===== src/permPkg.sv =====
package permPkg;

    // Work words and the input beat
    localparam int WORD_W = 64;
    // Channel A in the upper half, channel B in the lower half
    localparam int IN_W = 2 * WORD_W;

    // Summed sub-fields of a word
    localparam int FIELD_W = 16;
    localparam int NUM_FIELDS = WORD_W / FIELD_W;
    localparam int FIELD_CNT_W = $clog2(FIELD_W + 1);

    // Lane result layout, count above sum
    localparam int COUNT_W = 13;
    localparam int SUM_W = 48;
    localparam int RESULT_W = COUNT_W + SUM_W;

    // Lane banks
    localparam int LANES_PER_CHAN = 2;
    localparam int TOTAL_LANES = 2 * LANES_PER_CHAN;

    // Lane result FIFO
    localparam int LANE_FIFO_LOG2 = 4;
    // Covers the worker pipeline plus selector delay
    localparam int LANE_AF_MARGIN = 6;

    // Origin queue, deep enough for everything the lanes can hold
    localparam int ORIGIN_FIFO_LOG2 = 6;

    // Output FIFO
    localparam int OUT_FIFO_LOG2 = 4;
    localparam int OUT_AF_MARGIN = 3;

endpackage


===== src/syncFifo.sv =====
`timescale 1ns/10ps

module syncFifo #(
    parameter int WIDTH = 8,
    parameter int DEPTH_LOG2 = 4,
    parameter int AF_MARGIN = 2,
    parameter bit ZERO_WHEN_EMPTY = 1'b0
) (
    input  logic             clk,
    input  logic             rst,
    input  logic             wrEn,
    input  logic [WIDTH-1:0] wrData,
    input  logic             rdEn,
    output logic [WIDTH-1:0] rdData,
    output logic             empty,
    output logic             almostFull
);

    logic [WIDTH-1:0] mem [2 ** DEPTH_LOG2];
    logic [DEPTH_LOG2-1:0] wrPtr;
    logic [DEPTH_LOG2-1:0] rdPtr;
    // One extra bit so a full buffer is distinct from an empty one
    logic [DEPTH_LOG2:0] count;

    always_ff @(posedge clk) begin
        if (wrEn) begin
            mem[wrPtr] <= wrData;
        end
    end

    always_ff @(posedge clk) begin
        if (rst) begin
            wrPtr <= '0;
            rdPtr <= '0;
            count <= '0;
        end else begin
            if (wrEn) begin
                wrPtr <= wrPtr + 1'b1;
            end
            if (rdEn) begin
                rdPtr <= rdPtr + 1'b1;
            end
            case ({wrEn, rdEn})
                2'b10: count <= count + 1'b1;
                2'b01: count <= count - 1'b1;
                default: count <= count;
            endcase
        end
    end

    assign empty = (count == '0);
    assign almostFull = (count >= (DEPTH_LOG2 + 1)'(2 ** DEPTH_LOG2 - AF_MARGIN));

    // Head shows through combinationally, first word fall through
    assign rdData = (ZERO_WHEN_EMPTY && empty) ? '0 : mem[rdPtr];

    noWriteWhenFull: assert property (@(posedge clk) disable iff (rst)
        (wrEn && !rdEn) |-> !count[DEPTH_LOG2])
        else $error("syncFifo: write while full");

    noReadWhenEmpty: assert property (@(posedge clk) disable iff (rst)
        rdEn |-> !empty)
        else $error("syncFifo: read while empty");

endmodule


===== src/laneSelector.sv =====
`timescale 1ns/10ps

module laneSelector #(
    parameter int NUM_LANES = 2
) (
    input  logic                 clk,
    input  logic                 rst,
    input  logic                 accept,
    input  logic [NUM_LANES-1:0] laneAlmostFull,
    output logic [NUM_LANES-1:0] selected
);

    logic [NUM_LANES-1:0] nextSel;
    logic [NUM_LANES-1:0] rotated;

    // Walk from the farthest lane back so the nearest free one wins
    always_comb begin
        nextSel = selected;
        rotated = selected;
        for (int i = NUM_LANES - 1; i > 0; i--) begin
            rotated = (selected << i) | (selected >> (NUM_LANES - i));
            if ((rotated & ~laneAlmostFull) != '0) begin
                nextSel = rotated;
            end
        end
    end

    always_ff @(posedge clk) begin
        if (rst) begin
            selected <= NUM_LANES'(1);
        end else if (accept) begin
            selected <= nextSel;
        end
    end

    selectOneHot: assert property (@(posedge clk) disable iff (rst)
        $onehot(selected))
        else $error("laneSelector: selection not one-hot");

endmodule


===== src/laneWorker.sv =====
`timescale 1ns/10ps

module laneWorker (
    input  logic                          clk,
    input  logic                          rst,
    input  logic                          wrEn,
    input  logic [permPkg::WORD_W-1:0]    word,
    input  logic                          rdEn,
    output logic [permPkg::RESULT_W-1:0]  result,
    output logic                          empty,
    output logic                          almostFull
);

    // Stage one, fields and their one counts
    logic                               valid1;
    logic [permPkg::WORD_W-1:0]         word1;
    logic [permPkg::FIELD_CNT_W-1:0]    partial1 [permPkg::NUM_FIELDS];
    // Stage two, count and sum
    logic                               valid2;
    logic [permPkg::COUNT_W-1:0]        count2;
    logic [permPkg::SUM_W-1:0]          sum2;
    // Stage three, packed result
    logic                               valid3;
    logic [permPkg::RESULT_W-1:0]       packed3;
    logic [permPkg::COUNT_W-1:0]        countSum;
    logic [permPkg::SUM_W-1:0]          fieldSum;

    function automatic logic [permPkg::FIELD_CNT_W-1:0] fieldOnes(
        input logic [permPkg::FIELD_W-1:0] field
    );
        logic [permPkg::FIELD_CNT_W-1:0] total;
        total = '0;
        for (int b = 0; b < permPkg::FIELD_W; b++) begin
            total = total + {{(permPkg::FIELD_CNT_W - 1){1'b0}}, field[b]};
        end
        return total;
    endfunction

    always_comb begin
        countSum = '0;
        fieldSum = '0;
        for (int f = 0; f < permPkg::NUM_FIELDS; f++) begin
            countSum = countSum
                + {{(permPkg::COUNT_W - permPkg::FIELD_CNT_W){1'b0}}, partial1[f]};
            fieldSum = fieldSum
                + {{(permPkg::SUM_W - permPkg::FIELD_W){1'b0}},
                   word1[f*permPkg::FIELD_W +: permPkg::FIELD_W]};
        end
    end

    always_ff @(posedge clk) begin
        if (rst) begin
            valid1 <= 1'b0;
            valid2 <= 1'b0;
            valid3 <= 1'b0;
        end else begin
            valid1 <= wrEn;
            valid2 <= valid1;
            valid3 <= valid2;
        end
    end

    always_ff @(posedge clk) begin
        word1 <= word;
        for (int f = 0; f < permPkg::NUM_FIELDS; f++) begin
            partial1[f] <= fieldOnes(word[f*permPkg::FIELD_W +: permPkg::FIELD_W]);
        end
        count2 <= countSum;
        sum2 <= fieldSum;
        packed3 <= {count2, sum2};
    end

    // Zero while empty so idle lanes drop out of the channel OR
    syncFifo #(
        .WIDTH(permPkg::RESULT_W),
        .DEPTH_LOG2(permPkg::LANE_FIFO_LOG2),
        .AF_MARGIN(permPkg::LANE_AF_MARGIN),
        .ZERO_WHEN_EMPTY(1'b1)
    ) u_resultFifo (
        .clk(clk),
        .rst(rst),
        .wrEn(valid3),
        .wrData(packed3),
        .rdEn(rdEn),
        .rdData(result),
        .empty(empty),
        .almostFull(almostFull)
    );

endmodule


===== src/laneArray.sv =====
`timescale 1ns/10ps

module laneArray (
    input  logic                          clk,
    input  logic                          rst,
    input  logic                          accept,
    input  logic [permPkg::WORD_W-1:0]    wordA,
    input  logic [permPkg::WORD_W-1:0]    wordB,
    output logic                          full,
    input  logic                          hold,
    output logic                          resultValid,
    output logic [permPkg::RESULT_W-1:0]  resultA,
    output logic [permPkg::RESULT_W-1:0]  resultB
);

    // Channel A owns the low lanes, channel B the high lanes
    logic [permPkg::LANES_PER_CHAN-1:0] selA;
    logic [permPkg::LANES_PER_CHAN-1:0] selB;
    logic [permPkg::TOTAL_LANES-1:0]    laneWrite;
    logic [permPkg::TOTAL_LANES-1:0]    laneRead;
    logic [permPkg::TOTAL_LANES-1:0]    laneEmpty;
    logic [permPkg::TOTAL_LANES-1:0]    laneAlmostFull;
    logic [permPkg::TOTAL_LANES-1:0]    originHead;
    logic                               originEmpty;
    logic                               gather;
    logic [permPkg::RESULT_W-1:0]       laneResult [permPkg::TOTAL_LANES];
    logic [permPkg::RESULT_W-1:0]       orA;
    logic [permPkg::RESULT_W-1:0]       orB;

    laneSelector #(
        .NUM_LANES(permPkg::LANES_PER_CHAN)
    ) u_selA (
        .clk(clk),
        .rst(rst),
        .accept(accept),
        .laneAlmostFull(laneAlmostFull[permPkg::LANES_PER_CHAN-1:0]),
        .selected(selA)
    );

    laneSelector #(
        .NUM_LANES(permPkg::LANES_PER_CHAN)
    ) u_selB (
        .clk(clk),
        .rst(rst),
        .accept(accept),
        .laneAlmostFull(laneAlmostFull[permPkg::TOTAL_LANES-1:permPkg::LANES_PER_CHAN]),
        .selected(selB)
    );

    assign laneWrite = accept ? {selB, selA} : '0;
    assign full = (&laneAlmostFull[permPkg::LANES_PER_CHAN-1:0])
        || (&laneAlmostFull[permPkg::TOTAL_LANES-1:permPkg::LANES_PER_CHAN]);

    // Remembers which lanes took each item, in input order
    syncFifo #(
        .WIDTH(permPkg::TOTAL_LANES),
        .DEPTH_LOG2(permPkg::ORIGIN_FIFO_LOG2),
        .AF_MARGIN(1)
    ) u_originQueue (
        .clk(clk),
        .rst(rst),
        .wrEn(accept),
        .wrData({selB, selA}),
        .rdEn(gather),
        .rdData(originHead),
        .empty(originEmpty),
        .almostFull()
    );

    // Wait until every lane named by the head entry has its result
    assign gather = !originEmpty && ((originHead & laneEmpty) == '0) && !hold;
    assign laneRead = gather ? originHead : '0;

    for (genvar i = 0; i < permPkg::TOTAL_LANES; i++) begin : g_lane
        laneWorker u_laneWorker (
            .clk(clk),
            .rst(rst),
            .wrEn(laneWrite[i]),
            .word((i < permPkg::LANES_PER_CHAN) ? wordA : wordB),
            .rdEn(laneRead[i]),
            .result(laneResult[i]),
            .empty(laneEmpty[i]),
            .almostFull(laneAlmostFull[i])
        );
    end

    // Only the popped lane of each channel contributes
    always_comb begin
        orA = '0;
        orB = '0;
        for (int i = 0; i < permPkg::LANES_PER_CHAN; i++) begin
            orA = orA | (laneResult[i] & {permPkg::RESULT_W{laneRead[i]}});
            orB = orB | (laneResult[i + permPkg::LANES_PER_CHAN]
                & {permPkg::RESULT_W{laneRead[i + permPkg::LANES_PER_CHAN]}});
        end
    end

    always_ff @(posedge clk) begin
        if (rst) begin
            resultValid <= 1'b0;
        end else begin
            resultValid <= gather;
        end
    end

    always_ff @(posedge clk) begin
        resultA <= orA;
        resultB <= orB;
    end

    noAcceptWhenFull: assert property (@(posedge clk) disable iff (rst)
        accept |-> !full)
        else $error("laneArray: item accepted while a channel is full");

endmodule


===== config.mk =====
export PLATFORM = sky130hd
export DESIGN_NAME = laneArray
export DESIGN_NICKNAME = d
export VERILOG_FILES = /design/src/permPkg.sv /design/src/syncFifo.sv /design/src/laneSelector.sv /design/src/laneWorker.sv /design/src/laneArray.sv
export SDC_FILE = /design/constraint.sdc
export NUM_CORES = 2
export LEC_CHECK = 0
export ABC_AREA = 1
export BUFFER_PORTS_ARGS = -buffer_cell sky130_fd_sc_hd__buf_2
export CAP_MARGIN = 5
export CORE_ASPECT_RATIO = 1.1
export CORE_MARGIN = 4
export CORE_UTILIZATION = 60
export DETAILED_ROUTE_END_ITERATION = 10
export HOLD_SLACK_MARGIN = 0.05
export PLACE_DENSITY_LB_ADDON = 0.3
export SYNTH_ARGS = -nofsm -noshare
export SYNTH_HDL_FRONTEND = slang
export SYNTH_MEMORY_MAX_BITS = 65536
export SYNTH_SLANG_ARGS = --single-unit

===== constraint.sdc =====
create_clock -name clk -period 4.6 [get_ports clk]
set_input_delay 0.23 -clock clk [delete_from_list [all_inputs] [get_ports clk]]
set_output_delay 0.23 -clock clk [all_outputs]
set_load 0.01 [all_outputs]

# Yosys cells after proc, flatten, opt, wreduce, memory -nomap -nowiden
# Memory sizes are Yosys's and may differ from the RTL's. A register that Yosys moved wholly into a read port is not among the register bits.
# Cells that the tools add are included.
dict set report totals {
  register_bits 730
  output_inout_bits 124
  in_bits 132
  ram_bits 4240
  memories 9
}
dict set report classes {
  bitwise_logic 14
  n_reduce_logical 23
  addsub 158
  muxes 30
  eq_ne 10
  n_lt_le_gt_ge 4
}
# memory depth width read_ports rd_ports_with_merged_regs write_ports line_no
set mem_list {}
lappend mem_list {{g_lane[0].u_laneWorker.u_resultFifo.mem} 16 61 1 1 1 syncFifo.sv:19} ;# logic [WIDTH-1:0] mem [2 ** DEPTH_LOG2];
lappend mem_list {{g_lane[1].u_laneWorker.u_resultFifo.mem} 16 61 1 1 1 syncFifo.sv:19}
lappend mem_list {{g_lane[2].u_laneWorker.u_resultFifo.mem} 16 61 1 1 1 syncFifo.sv:19}
lappend mem_list {{g_lane[3].u_laneWorker.u_resultFifo.mem} 16 61 1 1 1 syncFifo.sv:19}
lappend mem_list {u_originQueue.mem 64 4 1 1 1 syncFifo.sv:19}
lappend mem_list {{g_lane[0].u_laneWorker.partial1} 4 5 4 0 4 laneWorker.sv:17} ;# logic [permPkg::FIELD_CNT_W-1:0] partial1 [permPkg::NUM_FIELDS];
lappend mem_list {{+3 memories} - - - - - -}
# op count
set ops {}
lappend ops {{adder 5 x 1 -> 5 bit} 112}
lappend ops {{bitwise AND 61 bit} 4}
lappend ops {{2-to-1 mux 61 bit} 4}
lappend ops {{adder 48 x 16 -> 48 bit} 4}
lappend ops {{OR 61 bit} 2}
lappend ops {{adder 13 x 5 -> 13 bit} 8}
lappend ops {{case mux 5 bit (2 select lines)} 4}
lappend ops {{2-to-1 mux 4 bit} 9}
lappend ops {{adder 16 x 16 -> 17 bit} 2}
lappend ops {{adder 4 x 1 -> 4 bit, second input constant} 8}
lappend ops {{adder 5 x 5 -> 6 bit} 4}
lappend ops {{adder 5 x 1 -> 5 bit, second input constant} 4}
lappend ops {{>= comparator 5 x 4 -> 1 bit, second input constant} 4}
lappend ops {{zero test 5 bit} 4}
lappend ops {{subtractor 5 x 1 -> 5 bit, second input constant} 4}
lappend ops {{adder 1 x 1 -> 2 bit} 8}
lappend ops {{case mux 7 bit (2 select lines)} 1}
lappend ops {{nonzero test 2 bit} 7}
lappend ops {{adder 6 x 1 -> 6 bit, second input constant} 2}
lappend ops {{2-to-1 mux 6 bit} 2}
lappend ops {{== test 2 x 1 -> 1 bit, second input constant} 5}
lappend ops {{== test 2 bit, second input constant} 5}
lappend ops {{2-to-1 mux 1 bit} 10}
lappend ops {{AND reduction 2 bit} 4}
lappend ops {{other kinds (13)} 18}

# Depth between registers and ports, before layout
dict set report depth {
  depth_word 15
  mapped_depth 27
}

# Modules after synthesis
# Synthesis repeated with hierarchy kept, for this count alone.
dict set report unflattened {
  hier_cells 20448
  area_unflattened_um2 212548.9
}
# mod area_per_inst_um2 seq_area_each_um2 n_inst cells_per_inst
set modules_own_cells {}
lappend modules_own_cells {{syncFifo (g_lane[0].u_laneWorker.u_resultFifo ...)} 41908.9 29648.4 4 3945}
lappend modules_own_cells {{laneWorker (g_lane[1].u_laneWorker ...)} 6909.1 2782.7 2 727}
lappend modules_own_cells {{syncFifo (u_originQueue)} 12035.3 8187.9 1 1123}
lappend modules_own_cells {{laneWorker (g_lane[0].u_laneWorker)} 6904.1 2782.7 1 728}
lappend modules_own_cells {{laneWorker (g_lane[3].u_laneWorker)} 6902.9 2782.7 1 728}
lappend modules_own_cells {laneArray 5042.3 2462.4 1 601}
lappend modules_own_cells {laneSelector 105.1 40.0 2 17}

# Worst setup path before layout
# OpenSTA, ideal clock, no wires.
dict set report synth_timing {
  path_type {reg2reg}
  startpoint {reg g_lane[1].u_laneWorker.word1[0] in the netlist's numbering}
  endpoint {reg g_lane[1].u_laneWorker.sum2[15] in the netlist's numbering}
  stages_incl_launch_ff 23
  setup_time_ns 0.112
  arrival_ns 3.444
  path_buffers 0
  setup_slack_ns 1.044
  cell_sequence {dfxtp_1 ha_1 fa_1 a21oi_1 o21bai_1 a21oi_1 nor2_1 nor2_1 xor2_1 fa_1 inv_1 ha_1 inv_1 o21ai_0 a21oi_1 o21ai_0 nand2_1 nand2_1 a21oi_1 o21ai_0 nand3_1 nand3_1 nand2_1}
}
dict set report synth_via {
  elab_chain_len 3
}
# element line_no
set synth_lines {}
lappend synth_lines {{start, declared} laneWorker.sv:16} ;# logic [permPkg::WORD_W-1:0] word1;
lappend synth_lines {{start signal, assigned} laneWorker.sv:64} ;# word1 <= word;
lappend synth_lines {{adder 16 x 16 -> 17 bit} laneWorker.sv:46} ;# + {{(permPkg::SUM_W - permPkg::FIELD_W){1'b0}},
lappend synth_lines {{adder 48 x 16 -> 48 bit (2 in series)} laneWorker.sv:46}
lappend synth_lines {{net g_lane[0].u_laneWorker.fieldSum, one bit} laneWorker.sv:26} ;# logic [permPkg::SUM_W-1:0] fieldSum;
lappend synth_lines {{end signal, assigned} laneWorker.sv:69} ;# sum2 <= fieldSum;
lappend synth_lines {{end, declared} laneWorker.sv:21} ;# logic [permPkg::SUM_W-1:0] sum2;
# The timed path passes the listed nets, and every way through them passes these cells.
# A chain may end at the register's enable or synchronous reset.

==> results.txt <==
Total core area -> 156,000 um2
Post-Syn Area -> 94,600 um2
Synthesis-to-layout area growth -> 13.6%
Via Count -> 59,348
CP Buf/Inv Count -> 5
Top_reg_cell synth -> edfxtp_1
Nets -> 8,375
Critical path launch point type -> register
Clk buf depth -> 3
Clock sinks -> 2,284
Critical path's slowest cell -> inv_2
Period minus WS final -> 4.23 ns
Number of core rows -> 152
Detailed Route Iter0 Violations -> 5,900
Crit share post-route -> 92.0%
Worst setup EP type -> register
Max incr delay on CP -> 0.45 ns
Root Driver -> clkbuf_16
WL/cell -> 21.9 um
RePlAce Congestion -> 0.861
P_int -> 38.9 mW
Final Skew -> 0.0329 ns
GRT met2 Usage -> 45.5%
Asr flop ratio synth -> 0%
Cells after synthesis -> 7,519
Max cap viols -> 0
Initial core utilization -> 60.5%
Input/output buffers -> 183
Post-synthesis sequential area ratio -> 68.0%
Clock Latency Late Sink -> 0.85 ns
Crit path max-delay family -> simple AND/OR/NAND/NOR gates
Pwr per Cell Area -> 501 nW/um2
Layout cells sized above 1 -> 9.39%
Detailed Route WL -> 224,000 um
Clock transition at path regs -> 0.07 ns
Crit path DAT -> 5.00 ns
Worst endpoint required time -> 5.37 ns
CP Class -> reg2reg
Slew Viols, Final -> 0
Post-Syn Area per Cell -> 12.6 um2
Vias in the first global route -> 58,960
Met3 Resource Use GR -> 3.77%
Die Y -> 424 um
Initial antenna violation count -> 6
Status -> finished clean
P_leak -> 39.2 nW
CP most frequent cell -> nand2_1
Io pins -> 256
Fmax -> 236 MHz
H-tree levels -> 4
Maximum vdd drop -> 0.434 mV
DRC -> 0
CTS tree -> built
Die Width -> 387 um
Dpl hpwl -> 127,000 um
Yosys reg bits -> 2,284
Most frequent cells in the layout -> edfxtp_1 (1,856), inv_1 (946), o21ai_0 (767)
First-pass GRT wire length -> 342,000 um
Largest net degree at the start of global routing -> 109
Antenna-violating nets left -> 0
Initial DRT Pass Iterations -> 6
Count of final hold-check violations -> 0
GRT Total Usage -> 27.0%
Psw -> 14.9 mW
CTS buffer count -> 211
RSZ-0062 raised after global routing -> no
GRT overflow -> 0
# setup viols final -> 0
Clk pwr share -> 33.5%
Critical Path Fanout Max -> 64
Sw frac -> 27.8%
Met1 Resource Use GR -> 35.7%
Worst hold path class -> in2reg
TNS Setup -> 0 ns
Total die area -> 164,000 um2
Drt via density -> 5.81
Yosys Warn Count -> 0
Post-synthesis cell type count -> 47
Commonest non-fill, non-tap cell in the layout -> edfxtp_1
Slew HR -> 15.6%
Gr busiest metal -> met2
Seq pwr share -> 51.1%
Fin area -> 107,000 um2
Gate power share -> 15.4%
Slew @ Worst Pin -> 1.26 ns
EDFF count, synth -> 1,856
Placed instance area -> 97,600 um2
==> power groups by stage <==
stage | Combinational, mW | Clock [mW] | Sequential, mW
CTS | 8.14 | 18.2 | 27.5
floorplan | 5.39 | 0 | 26.9
detailed placement | 7.87 | 0 | 27.9
finish | 8.28 | 18.0 | 27.5
global route | 9.21 | 19.1 | 27.8
global placement | 7.55 | 0 | 27.8
==> synth_stat cells, drive strengths merged (2+ instances only) <==
cell | instances | area, um2
edfxtp | 1856 | 55700
inv | 959 | 3600
o21ai | 767 | 3840
nand2 | 709 | 2670
a21oi | 584 | 2930
dfxtp | 428 | 8570
mux2i | 371 | 3710
nand3 | 350 | 1770
o211ai | 275 | 2060
nor2 | 245 | 930
clkbuf | 231 | 867
buf | 207 | 1280
ha | 168 | 2100
fa | 135 | 2700
xor2 | 64 | 561
a211oi | 38 | 285
xnor2 | 35 | 307
nor3 | 21 | 105
nand4 | 19 | 119
o21bai | 10 | 75.1
a21boi | 8 | 60.1
o21a | 7 | 52.6
a21o | 6 | 45.0
nor4 | 4 | 25.0
a31oi | 3 | 18.8
and2 | 3 | 18.8
o31ai | 3 | 22.5
clkinv | 2 | 7.51
o22ai | 2 | 12.5
==> through the flow <==
stage | std cells | total power [mW] | utilization, % | hold slack (ns) | worst slack, ns
floorplan | 7590 | 32.3 | - | 0.258 | 1.04
global placement | 9549 | 35.3 | 62.4 | 0.310 | 0.446
detailed placement | 9549 | 35.8 | 62.4 | 0.312 | 0.316
CTS | 10207 | 53.8 | 68.7 | 0.0546 | 0.291
global route | 10209 | 56.1 | 68.7 | 0.105 | 0.0346
finish | 10210 | 53.8 | 68.7 | 0.121 | 0.370
==> cells by family after synthesis <==
kind of cell | count (synthesis) | share of synthesized area [%]
AO/OA/AOI/OAI | 1709 | 10.0
XOR/XNOR | 99 | 0.917
adder cells (fa/ha/maj) | 303 | 5.08
buffers and inverters | 1399 | 6.09
flip-flops | 2284 | 68.0
multiplexers | 371 | 3.93
other | 1 | 0.00397
AND/OR/NAND/NOR | 1353 | 5.97
==> path summary, 6_finish.rpt <==
path | start | endpoint | slack (ns) | depth (start not counted)
worst max-delay path | register | g_lane[1].u_laneWorker.u_resultFifo.count[4] | 0.37 | 26
worst min-delay path | wordA[35] | g_lane[1].u_laneWorker.word1[35] | 0.12 | 2
worst max register to register | register | g_lane[1].u_laneWorker.u_resultFifo.count[4] | 0.37 | 26
worst min register to register | g_lane[1].u_laneWorker.sum2[0] | g_lane[0].u_laneWorker.packed3[0] | 0.31 | 0
==> sequential cells by signal (all words and copies together) (netlist names), 20 cells and up, named ones only <==
name,count
g_lane.u_laneWorker.u_resultFifo.count,20
g_lane.u_laneWorker.word1,128
g_lane.u_laneWorker.partial1,40
g_lane.u_laneWorker.packed3,50
resultA,25
g_lane.u_laneWorker.u_resultFifo.mem,1600
resultB,25
g_lane.u_laneWorker.sum2,36
u_originQueue.mem,256
==> layer usage <==
layer  vias up  share of wire, %
li1      27144                 -
met1     28902                39
met2      2747                49
met3       553               7.7
met4         2               4.1
met5         -            0.0031
==> cell type report <==
cell class / count / area [um2]
Tap cell: 2079 / 2600
Multi-Input combinational cell: 3907 / 24900
Clock inverter: 93 / 1070
Antenna cell: 3 / 7.51
Timing Repair Buffer: 575 / 4650
Clock buffer: 308 / 6240
Fill cell: 10368 / 48900
Sequential cell: 2284 / 64400
Inverter: 961 / 3610
==> what timing repair did <==
item	CTS	global route
hold buffers	257	0
buffers inserted	0	0
setup endpoints to repair	0	4
endpoints found under the hold margin	195	0
gates resized for setup	0	3
(Power assumes the default switching activity.)
