### src/syncFifo.sv
`timescale 1ns/10ps

module syncFifo #(
    parameter int WIDTH = 8,
    parameter int DEPTH_LOG2 = 4,
    parameter int AF_MARGIN = 2,
    parameter bit ZERO_WHEN_EMPTY = 1'b0
) (
    input  logic             clk,
    input  logic             rst,
    input  logic             wrEn,
    input  logic [WIDTH-1:0] wrData,
    input  logic             rdEn,
    output logic [WIDTH-1:0] rdData,
    output logic             empty,
    output logic             almostFull
);

    logic [WIDTH-1:0] mem [2 ** DEPTH_LOG2];
    logic [DEPTH_LOG2-1:0] wrPtr;
    logic [DEPTH_LOG2-1:0] rdPtr;
    // One extra bit so a full buffer is distinct from an empty one
    logic [DEPTH_LOG2:0] count;

    always_ff @(posedge clk) begin
        if (wrEn) begin
            mem[wrPtr] <= wrData;
        end
    end

    always_ff @(posedge clk) begin
        if (rst) begin
            wrPtr <= '0;
            rdPtr <= '0;
            count <= '0;
        end else begin
            if (wrEn) begin
                wrPtr <= wrPtr + 1'b1;
            end
            if (rdEn) begin
                rdPtr <= rdPtr + 1'b1;
            end
            case ({wrEn, rdEn})
                2'b10: count <= count + 1'b1;
                2'b01: count <= count - 1'b1;
                default: count <= count;
            endcase
        end
    end

    assign empty = (count == '0);
    assign almostFull = (count >= (DEPTH_LOG2 + 1)'(2 ** DEPTH_LOG2 - AF_MARGIN));

    // Head shows through combinationally, first word fall through
    assign rdData = (ZERO_WHEN_EMPTY && empty) ? '0 : mem[rdPtr];

    noWriteWhenFull: assert property (@(posedge clk) disable iff (rst)
        (wrEn && !rdEn) |-> !count[DEPTH_LOG2])
        else $error("syncFifo: write while full");

    noReadWhenEmpty: assert property (@(posedge clk) disable iff (rst)
        rdEn |-> !empty)
        else $error("syncFifo: read while empty");

endmodule

### config.mk
export PLATFORM = sky130hd
export DESIGN_NAME = syncFifo
export DESIGN_NICKNAME = d
export VERILOG_FILES = /design/src/syncFifo.sv
export SDC_FILE = /design/constraint.sdc
export NUM_CORES = 1
export LEC_CHECK = 0
export BUFFER_PORTS_ARGS = -buffer_cell sky130_fd_sc_hd__clkbuf_2
export CORE_UTILIZATION = 60
export CTS_CLUSTER_DIAMETER = 120
export CTS_CLUSTER_SIZE = 14
export DETAILED_ROUTE_END_ITERATION = 16
export MAX_ROUTING_LAYER = met4
export PLACE_DENSITY = 0.78
export SYNTH_ARGS = -nofsm -noshare
export SYNTH_HDL_FRONTEND = slang
export SYNTH_SLANG_ARGS = --single-unit
### constraint.sdc
create_clock -name clk -period 2.64 [get_ports clk]
set_clock_uncertainty 0.05 [all_clocks]
set_input_delay 0.528 -clock clk [delete_from_list [all_inputs] [get_ports clk]]
set_output_delay 0.528 -clock clk [all_outputs]
set_load 0.05 [all_outputs]
After elaboration in Yosys (flattened, before gate mapping)
Memory sizes are Yosys's and may differ from the RTL's. A register that Yosys moved wholly into a read port is not among the register bits.
Cells that the tools add are included.

storage, ports and cells
  memories kept = 1
  RAM bits = 128
  word-level logic and storage cells = 18
  bits in registers = 13
  output and inout bits = 10
  bits of input ports = 12

memories
  name  words  bits a word  rd ports  clocked after memory_dff  write ports  line  source
  mem   16     8            1         1                         1            19    logic [WIDTH-1:0] mem [2 ** DEPTH_LOG2];

cells by class
  add/subtract/negate cells = 4
  mux-type cells = 5
  equality and inequality tests = 2
  magnitude comparators = 1
  reduce and logical (&&, ||, !) cells = 2

operators by type and width
  kind                                                  number
  one-hot mux 5 bit (2 select lines)                    1
  adder 4 x 1 -> 4 bit (second input constant)          2
  2-to-1 mux 4 bit                                      2
  adder 5 x 1 -> 5 bit (second input constant)          1
  >= comparator 5 x 4 -> 1 bit (second input constant)  1
  logical NOT 5 bit                                     1
  subtractor 5 x 1 -> 5 bit (second input constant)     1
  equality test 2 x 1 -> 1 bit (second input constant)  1
  equality test 2 bit (second input constant)           1
  2-to-1 mux 1 bit                                      2
  nonzero test 2 bit                                    1

Depth between registers and ports, before layout
Gate-level depths: netlist (run 1).

  word-level depth = 3
  mapped depth = 10
  gate-level depth less buffers = 8

Worst setup path before layout (run 1)
Ideal clock, no wire load.

  path kind = input -> register
  from = input wrEn
  to = register count[4]
  setup slack = 182 ps
  setup time = 64 ps
  stages on the path = 10
  path buffers = 2
  data required time = 2,526 ps
  arrival = 2,344 ps
  cells stage by stage = clkbuf_1 inv_1 ha_1 buf_2 xor2_1 ha_1 o21ai_0 or3_1 a2111o_1 nand4_1

on the way
  longest elaborated chain between the ends = 2
  elaborated cells on any way between the ends = 4
  classes of those cells = eq/ne (2); mux (1); reduce/logical (1)

ends and longest elaborated chain
  what                                                                      line  source
  start, declared                                                           11    input logic wrEn,
  equality test 2 x 1 -> 1 bit or equality test 2 bit (tied branches)       43    case ({wrEn, rdEn})
  one-hot mux 5 bit (2 select lines) or nonzero test 2 bit (tied branches)  n/a
  end signal, assigned                                                      44    2'b10: count <= count + 1'b1;
  end signal, assigned                                                      45    2'b01: count <= count - 1'b1;
  end signal, assigned                                                      46    default: count <= count;
  end, declared                                                             23    logic [DEPTH_LOG2:0] count;

Several ways; a longest one is shown, not always the timed one.
A chain may end at the register's enable or synchronous reset.

==> summary.md, run 1 <==
| Metric | Value |
|---|---|
| Syn_area_per_cell | `18.7 µm²` |
| Clock tree buffer depth | `2` |
| Row cnt | `35` |
| Power Dens Cells | `about 810 nW/µm²` |
| DIE AREA | `about 10000 µm²` |
| Power Total | `5.65 mW` |
| Setup CP Type | `reg -> out` |
| Wirelength per Cell | `22.9 µm` |
| Failing checks | `setup timing` |
| Pins Over Slew Limit | `0` |
| Fraction of registers with async set/reset | `0%` |
| Worst hold margin | `a little over 300 ps` |
| Drt drc | `0` |
| Worst Path Required | `2060 ps` |
| Vias in the first global route | `3152` |
| Cells after Synth | `315` |
| Vias | `3040` |
| Layout cells sized above 1 | `between 20% and 30%` |
| Crit share post-route | `106%` |
| Reg-to-reg slack, setup | `830 ps` |
| Initial antenna violation count | `0` |
| Num CTS Buffers | `17` |
| DR pass1 iterations | `5` |
| Final period demand of the worst path | `2800 ps` |
| RSZ-0062 raised after global routing | `true` |
| Grt ovf | `0` |
| Clk Tree Root Cell | `clkbuf_8` |
| Worst hold stages | `3` |
| Core ar. | `between 9000 and 10000 µm²` |
| Yosys reg bits | `around 150` |
| Routability Congestion | `between 0.7 and 0.8` |
| Hold Buf Count CTS | `0` |
| Skew-Pair Late Insertion Delay | `between 500 and 600 ps` |
| Crit end category | `output port` |
| ANT nets after route | `0` |
| Main synth FF type | `edfxtp_1` |
| Crit start category | `flop` |
| Clock sink total | `145` |
| Chip width | `101 µm` |
| Pin count of the biggest net entering global routing | `27` |
| Register area share after synthesis | `71.2%` |
| Fin worst setup slack | `-160 ps` |
| Worst-path clk slew | `about 60 ps` |
| Post-synth EDFFs | `128` |
| DPL Wire Length | `6670 µm` |
| GR Util All Layers | `between 20% and 30%` |
| Routed vias/inst | `6.14` |
| VDD IR max | `~0.00049 V` |
| Yosys warns | `0` |
| Worst hold start | `wrEn` |
| Reg-to-Reg End | `count[4]` |
| Register area | `4190 µm²` |
| Status | `finished with violations` |
| Total negative slack | `-794 ps` |
| Die height | `101 µm` |
| Worst hold endpoint | `wrPtr[1]` |
| Fin. Hold Viols | `0` |
| IO Port Bufs | `21` |
| Max FO, Critical Path | `6` |
| First-pass GRT wire length | `17500 µm` |
| Mapped cell area | `5880 µm²` |
| CTS tree | `built` |
| HP Class | `in -> reg` |
| Slew HR | `64.9%` |
| DRT Wirelength | `roughly 11000 µm` |
| H-tree depth | `4` |
| Peak Freq | `357 MHz` |
| Post-Synthesis Net Count | `about 340` |
| DR iter-0 viols | `205` |
| Layout area overhead | `18.3%` |
| Core Util, Final | `74.2%` |
| Pleak | `between 2 and 2.5 nW` |
| Initial core utilization | `62.7%` |
| R2R depth | `6` |
| Final net count | `374` |
| Num ports | `22` |
| Max-cap violations | `0` |
| Place WS | `115 ps` |
| Reg2reg start | `count[1]` |
| Area taken by multi-input logic gates | `1610 µm²` |
| # fillers | `568` |
| Diode count | `0` |
| Pin slew with the least headroom to its limit | `526 ps` |
| Netlist cell types | `41` |
| # setup viols final | `8` |
| Crit path DAT | `2220 ps` |
## timing repair
item	CTS	global route
setup buffers	4	2
endpoints found under the hold margin	0	0
resized for setup	35	10
gates cloned	1	0
pin swaps	5	0
setup endpoints to repair	8	8
## where the power goes
group          total, mW  switching (mW)  internal (mW)  leakage, nW
Clock               2.49           0.941           1.55        0.299
Combinational      0.582           0.327          0.255        0.787
Sequential          2.58          0.0407           2.54         1.30
## through the flow
step | area, µm² | instances
floorplan | 5880 | 315
global placement | 6110 | 456
detailed placement | 6110 | 456
CTS | 6920 | 493
global route | 6950 | 495
finish | 6950 | 495
## cells by family after synthesis
logic type,count (synthesis),synth area share [%]
flops,145,71.2
simple gates,70,6.39
mux,35,13.7
compound gates,26,3.24
buf+inv,21,2.24
xor+xnor,9,1.34
fa+ha+maj,9,1.92
## layout make-up
cell class                 instances  share of cell area (%)
tap                              129                    2.32
clock buffer                      17                    5.96
multi-input combinational        149                    23.2
clock inverter                    15                    2.97
timing repair buffer              36                    5.06
sequential                       145                    60.3
inverter                           4                   0.216
## layer usage
layer  track usage (%)  routed length [µm]  share of wire [%]
met5                 -                   0                  0
met4              8.25                 184                1.6
met3              7.70                 640                5.6
met2              41.3                5840                 51
met1              31.6                4680                 41
## state kept, by name, indices dropped and copies added (netlist names), named ones only
signal,cells
count,5
mem,128
rdPtr,4
wrPtr,4
## critical path, cell delays in order (launching register included)
cell and delay [ps]:
dfxtp_4 420, buf_6 140, buf_6 90, mux4_2 520, a22oi_2 230, nand2_2 120
clkbuf_16 190
## cell usage in the layout (no fill, tap or decap), types with 2 or more instances in the layout
| master | netlist | routed |
|---|---|---|
| nand2b_1 | 2 | 2 |
| edfxtp_1 | 128 | 128 |
| dfxtp_1 | 17 | 16 |
| nand4_1 | 5 | 5 |
| bufinv_16 | 0 | 4 |
| buf_6 | 3 | 3 |
| and2_1 | 17 | 17 |
| xor2_1 | 6 | 6 |
| mux2i_1 | 3 | 3 |
| nor3_1 | 2 | 2 |
| clkinv_4 | 0 | 3 |
| inv_6 | 0 | 4 |
| nor2_1 | 16 | 16 |
| nand4b_1 | 2 | 2 |
| buf_4 | 1 | 10 |
| clkbuf_8 | 0 | 5 |
| clkbuf_2 | 1 | 13 |
| nand2_2 | 0 | 3 |
| clkbuf_16 | 0 | 17 |
| xnor2_1 | 3 | 3 |
| nor2b_1 | 2 | 2 |
| mux4_2 | 18 | 22 |
| ha_1 | 9 | 9 |
| buf_12 | 0 | 2 |
| a21oi_1 | 2 | 2 |
| buf_8 | 0 | 2 |
| o21ai_0 | 3 | 3 |
| nand2_1 | 14 | 11 |
| clkinvlp_4 | 0 | 2 |
| inv_1 | 4 | 4 |
| clkinv_2 | 0 | 2 |
| a22oi_2 | 0 | 12 |
| or3_1 | 2 | 2 |
| a22oi_1 | 16 | 4 |
| mux4_1 | 14 | 10 |
## synthesized netlist by cell type (3+ instances only)
cell type          n  share of area [%]
and2_1            17                1.8
edfxtp_1         128                 65
mux4_2            18                6.9
dfxtp_1           17                5.8
a22oi_1           16                2.0
buf_6              3               0.57
buf_2              5               0.43
mux4_1            14                6.3
mux2i_1            3               0.51
nand4_1            5               0.53
xnor2_1            3               0.45
ha_1               9                1.9
nand2_1           14               0.89
o21ai_0            3               0.26
clkdlybuf4s25_2    3               0.51
clkbuf_1           3               0.19
xor2_1             6               0.89
inv_1              4               0.26
nor2_1            16                1.0
## how the worst max path moves through the flow
stage,to,slack (ps),cells past startpoint
global route,rdData[0],-190,6
floorplan,count[4],180,10
finish,rdData[0],-160,6
global placement,count[4],200,9
CTS,rdData[3],-170,5
detailed placement,count[4],120,9
Note: power is estimated with default switching activity, not from simulation.
==> run 2: changes to the inputs <==
--- a/config.mk
+++ b/config.mk
@@ -6,12 +6,12 @@
 export NUM_CORES = 1
 export LEC_CHECK = 0
 export BUFFER_PORTS_ARGS = -buffer_cell sky130_fd_sc_hd__clkbuf_2
-export CORE_UTILIZATION = 60
+export CORE_UTILIZATION = 55
 export CTS_CLUSTER_DIAMETER = 120
 export CTS_CLUSTER_SIZE = 14
 export DETAILED_ROUTE_END_ITERATION = 16
 export MAX_ROUTING_LAYER = met4
-export PLACE_DENSITY = 0.78
+export PLACE_DENSITY = 0.75
 export SYNTH_ARGS = -nofsm -noshare
 export SYNTH_HDL_FRONTEND = slang
 export SYNTH_SLANG_ARGS = --single-unit
==> constraint.sdc (replaced) <==
create_clock -name clk -period 2.55 [get_ports clk]
set_clock_uncertainty 0.05 [all_clocks]
set_input_delay 0.51 -clock clk [delete_from_list [all_inputs] [get_ports clk]]
set_output_delay 0.51 -clock clk [all_outputs]
set_load 0.05 [all_outputs]
==> run 2 against run 1 <==
Compared with the run above: the run still ends with setup timing left; global-route usage fell by 2.0 points; design area shrank 1.3%; die area rose by 8.9%; sequential power is 3% higher; routed wire length increased by 1.4%; via count shrank 1.9%; flip-flop and latch count did not move; critical endpoint is now rdData[7].
==> summary.md, run 2 (synthesized netlist as in run 1, its figures left out) <==
| Metric | Value |
|---|---|
| Register area | `between 4000 and 5000 µm²` |
| Fin. Hold Viols | `0` |
| Biggest register | `mem` |
| Commonest non-fill, non-tap cell in the layout | `edfxtp_1` |
| Vias in the first global route | `3023` |
| DR pass1 iterations | `5` |
| Slew HR | `63.6%` |
| Place WS | `105 ps` |
| Pin slew with the least headroom to its limit | `546 ps` |
| Area after DPL | `around 6100 µm²` |
| DIE AREA | `11100 µm²` |
| Placed Cells | `approximately 460` |
| Skew-Pair Late Insertion Delay | `530 ps` |
| ANT nets after route | `0` |
| Core ar. | `10300 µm²` |
| Pin count of the biggest net entering global routing | `33` |
| Core Util, Final | `66.5%` |
| Routed vias/inst | `between 5 and 6` |
| Area taken by multi-input logic gates | `~1600 µm²` |
| Clk Tree Root Cell | `clkbuf_8` |
| Final Cell Area | `6860 µm²` |
| Crit start category | `flop` |
| Crit path DAT | `2180 ps` |
| Setup CP Type | `reg -> out` |
| Crit share post-route | `108%` |
| Pleak | `2.31 nW` |
| DR iter-0 viols | `265` |
| Layout Cells excl Fill | `498` |
| Worst hold endpoint | `wrPtr[0]` |
| DPL Wire Length | `6930 µm` |
| Failing checks | `setup timing` |
| Reg-to-Reg End | `count[4]` |
| # fillers | `between 600 and 700` |
| Drt drc | `0` |
| Status | `finished with violations` |
| DRT Wirelength | `11500 µm` |
| CTS tree | `built` |
| Pins Over Slew Limit | `0` |
| Reg-to-reg slack, setup | `730 ps` |
| Wirelength per Cell | `23.1 µm` |
| Hold Buf Count CTS | `0` |
| Worst Path Required | `1990 ps` |
| Power Total | `roughly 5.6 mW` |
| Worst hold stages | `3` |
| VDD IR max | `0.000417 V` |
| Worst hold start | `wrEn` |
| Reg2reg start | `count[1]` |
| Power Dens Cells | `820 nW/µm²` |
| Worst hold margin | `279 ps` |
| Max-cap violations | `0` |
| Fin worst setup slack | `-191 ps` |
| Crit end category | `output port` |
| Max FO, Critical Path | `13` |
| Chip width | `about 110 µm` |
| Die height | `105 µm` |
| R2R depth | `6` |
| Layout area overhead | `16.8%` |
| Initial core utilization | `56.9%` |
| Worst-path clk slew | `60 ps` |
| H-tree depth | `4` |
| Total negative slack | `-1250 ps` |
| Vias | `2983` |
| Layout cells sized above 1 | `~29%` |
| GR Util All Layers | `23.7%` |
| First-pass GRT wire length | `around 18000 µm` |
| Final period demand of the worst path | `2740 ps` |
| # setup viols final | `8` |
| Initial antenna violation count | `0` |
| IO Port Bufs | `21` |
| Diode count | `0` |
| Grt ovf | `0` |
| Top flop regs | `mem: 128 flops, count: 5 flops` |
| Num ports | `22` |
| Routability Congestion | `roughly 0.75` |
| Number of flip-flops in the largest register | `128` |
| Peak Freq | `roughly 360 MHz` |
| HP Class | `in -> reg` |
| Num CTS Buffers | `17` |
| Highest-count cells in the layout ignoring fill and taps | `edfxtp_1 (128), mux4_2 (27), and2_1 (17)` |
| Clock tree buffer depth | `2` |
| Row cnt | `37` |
| Clock sink total | `145` |
| Final net count | `370` |
| RSZ-0062 raised after global routing | `true` |
==> run 2: cell count changes in the layout (fill, tap and decap cells not counted), sizes merged <==
cell      previous run  this run
clkinv               5         8
clkbuf              35        34
buf                 18        16
bufinv               4         3
clkinvlp             2         3
inv                  8         4
==> run 2: per-layer routing <==
layer  global-route usage, %  wire [µm]
met1                    29.0       4590
met2                    38.5       6090
met3                    5.75        705
met4                    9.15        124
met5                       -          0
==> run 2: repair_timing <==
item,in CTS,in global routing
setup endpoints to repair,8,8
gates resized for setup,40,9
setup buffers,2,1
pin swaps,3,1
cloned,1,0
==> run 2: area by class of cell <==
type,count,area share [%]
multi-input cells,149,23.3
inverters,4,0.219
well taps,136,2.48
repair buffers,32,4.69
flip-flops and latches,145,61.0
clock buffers,18,6.09
clock inverters,14,2.13
==> run 2: worst max-delay path: stages (launching register included) <==
cell and delay, ps:
dfxtp_4 410, buf_12 170, buf_4 120, mux4_2 490, a22oi_2 170, nand2_2 110, buf_8 170
==> run 2: report_power, final <==
group / internal (mW) / switching (mW) / total, mW / leakage, nW
Sequential: 2.63 / 0.0417 / 2.67 / 1.30
Clock: 1.46 / 0.889 / 2.35 / 0.268
Combinational: 0.260 / 0.341 / 0.601 / 0.748
Total: 4.36 / 1.27 / 5.63 / 2.31
==> run 2: worst max-delay path by stage <==
stage / cells past startpoint / to / startpoint
2_1_floorplan: 10 / count[4] / wrEn
4_1_cts: 5 / rdData[7] / flop
6_report: 6 / rdData[7] / flop
3_3_place_gp: 9 / count[4] / wrEn
5_1_grt: 5 / rdData[3] / flop
3_5_place_dp: 8 / count[4] / wrEn
==> run 3: changes to the inputs <==
--- a/config.mk
+++ b/config.mk
@@ -5,6 +5,7 @@
 export SDC_FILE = /design/constraint.sdc
 export NUM_CORES = 1
 export LEC_CHECK = 0
+export ABC_AREA = 1
 export BUFFER_PORTS_ARGS = -buffer_cell sky130_fd_sc_hd__clkbuf_2
 export CORE_UTILIZATION = 55
 export CTS_CLUSTER_DIAMETER = 120
==> run 3 against run 2 <==
Compared with the run above: routed wire length is 20% higher; sequential power is essentially flat; total power up 0.89%; critical path depth rose by 1; largest power group unchanged; the flow now finishes without violations; die area is 4.7% higher; global-route usage up 1.4 points; area after synthesis is 4.8% higher; combinational power shrank 5.7%.
==> summary.md, run 3 <==
| Metric | Value |
|---|---|
| Crit share post-route | `97.5%` |
| Placed Cells | `around 690` |
| Num CTS Buffers | `17` |
| Pleak | `2.77 nW` |
| Vias in the first global route | `4020` |
| Mapped cell area | `6160 µm²` |
| Chip width | `108 µm` |
| Pin count of the biggest net entering global routing | `65` |
| Routed vias/inst | `5.71` |
| Clock sink total | `145` |
| Status | `finished clean` |
| Pin slew with the least headroom to its limit | `363 ps` |
| Final net count | `600` |
| Power Dens Cells | `just under 800 nW/µm²` |
| Main synth FF type | `edfxtp_1` |
| GR Util All Layers | `25.2%` |
| DRT Wirelength | `13800 µm` |
| Netlist cell types | `25` |
| Layout Cells excl Fill | `732` |
| Initial core utilization | `roughly 57%` |
| ANT nets after route | `0` |
| Reg-to-reg slack, setup | `1040 ps` |
| Biggest register | `mem` |
| Worst-path clk slew | `70 ps` |
| Layout area overhead | `17.8%` |
| VDD IR max | `approximately 0.00047 V` |
| DR iter-0 viols | `442` |
| Crit start category | `flop` |
| Hold Buf Count CTS | `0` |
| # setup viols final | `0` |
| Die height | `108 µm` |
| Place WS | `approximately 310 ps` |
| DIE AREA | `11600 µm²` |
| Worst hold endpoint | `wrPtr[0]` |
| Crit end category | `output port` |
| DPL Wire Length | `around 8000 µm` |
| Num ports | `22` |
| Cells after Synth | `535` |
| Highest-count cells in the layout ignoring fill and taps | `edfxtp_1 (128), inv_1 (87), nand2_1 (64)` |
| IO Port Bufs | `21` |
| Power Total | `between 5 and 6 mW` |
| Worst hold start | `wrEn` |
| Worst Path Required | `1990 ps` |
| Register area share after synthesis | `68.0%` |
| Top post-synthesis cells by area | `edfxtp_1 (62%), dfxtp_1 (5.5%), inv_1 (5.4%), nand3_1 (4.3%), nand2_1 (4.1%)` |
| Skew-Pair Late Insertion Delay | `between 500 and 600 ps` |
| Initial antenna violation count | `0` |
| Most frequent cell after synthesis | `edfxtp_1` |
| Grt ovf | `0` |
| First-pass GRT wire length | `20300 µm` |
| Routability Congestion | `roughly 0.8` |
| Fraction of registers with async set/reset | `0%` |
| Syn_area_per_cell | `~12 µm²` |
| HP Class | `in -> reg` |
| R2R depth | `10` |
| Fin worst setup slack | `65.0 ps` |
| Top flop regs | `mem: 128 flops, count: 5 flops` |
| Crit path DAT | `approximately 1900 ps` |
| Post-synth EDFFs | `128` |
| Reg-to-Reg End | `count[4]` |
| Max FO, Critical Path | `21` |
| Diode count | `0` |
| CTS tree | `built` |
| Setup CP Type | `reg -> out` |
| Post-Synthesis Net Count | `about 560` |
| Vias | `4182` |
| Reg2reg start | `count[1]` |
| Drt drc | `0` |
| Layout cells sized above 1 | `16.7%` |
| Slew HR | `between 70% and 80%` |
| Commonest non-fill, non-tap cell in the layout | `edfxtp_1` |
| Peak Freq | `402 MHz` |
| Synth cell count leaders | `edfxtp_1 (128), inv_1 (88), nand2_1 (67)` |
| DR pass1 iterations | `5` |
| Clk Tree Root Cell | `clkbuf_8` |
| Row cnt | `38` |
| Number of flip-flops in the largest register | `about 130` |
| Worst hold stages | `2` |
| H-tree depth | `4` |
| Pins Over Slew Limit | `0` |
| Max-cap violations | `0` |
| RSZ-0062 raised after global routing | `true` |
| Core ar. | `~11000 µm²` |
| Yosys reg bits | `145` |
| Final period demand of the worst path | `between 2000 and 2500 ps` |
| Post-synth top area share | `roughly 62%` |
| Yosys warns | `0` |
| Wirelength per Cell | `18.8 µm` |
| Post-synth top area cell | `edfxtp_1` |
| Clock tree buffer depth | `2` |
| Fin. Hold Viols | `0` |
==> run 3: routing by layer <==
metal | vias to the layer above | track usage, % | part of all wire, %
met4 | 0 | 11.7 | 2.3
met2 | 218 | 39.8 | 50
met1 | 1989 | 30.4 | 39
li1 | 1947 | - | -
met5 | - | - | 0
met3 | 28 | 6.30 | 8.6
==> run 3: worst max path at each step <==
stage	from	end	slack, ps
finish	flop	rdData[0]	70
global route	flop	rdData[0]	-30
CTS	flop	rdData[3]	2
detailed placement	wrEn	count[4]	310
global placement	wrEn	count[4]	450
floorplan	count[2]	empty	100
==> run 3: report_power, final <==
group	internal [mW]	switching [mW]
clock network	1.49	0.965
logic	0.188	0.379
registers	2.63	0.0297
==> run 3: timing repair <==
action | CTS | global route
gates cloned | 0 | 2
endpoints found under the hold margin | 0 | 0
setup buffers | 1 | 3
setup endpoints to repair | 8 | 8
gates resized for setup | 12 | 23
pin swaps | 0 | 2
==> run 3: final cells by class <==
class	instances	area (µm²)
Timing Repair Buffer	50	453
Fill cell	774	3630
Tap cell	140	175
Clock inverter	13	161
Sequential cell	145	4190
Inverter	88	334
Clock buffer	19	422
Multi-Input combinational cell	277	1520
==> run 3: metrics by stage <==
| stage | hold slack [ps] | utilization [%] | cell area, µm² | setup TNS [ps] |
|---|---|---|---|---|
| 6_report | 204 | 66.6 | 7250 | 0 |
| 5_1_grt | 209 | 66.6 | 7250 | -59.9 |
| 3_5_place_dp | 436 | 59.8 | 6510 | 0 |
| 2_1_floorplan | 400 | - | 6160 | 0 |
| 3_3_place_gp | 421 | 59.8 | 6510 | 0 |
| 4_1_cts | 174 | 65.5 | 7140 | 0 |
==> run 3: logic make-up after synthesis <==
kind of cell	count (synthesis)	share of synthesized area, %
flops	145	68.0
simple gates	147	10.2
buf+inv	113	7.74
compound gates	118	11.8
xor+xnor	3	0.427
fa+ha+maj	9	1.83
==> run 3: worst max-delay path, stage by stage (launching register included) <==
cell	delay [ps]
dfxtp_4	450
buf_6	220
a21oi_1	100
o21ai_0	110
nand3_1	150
nand3_1	110
nand2_1	80
buf_6	160
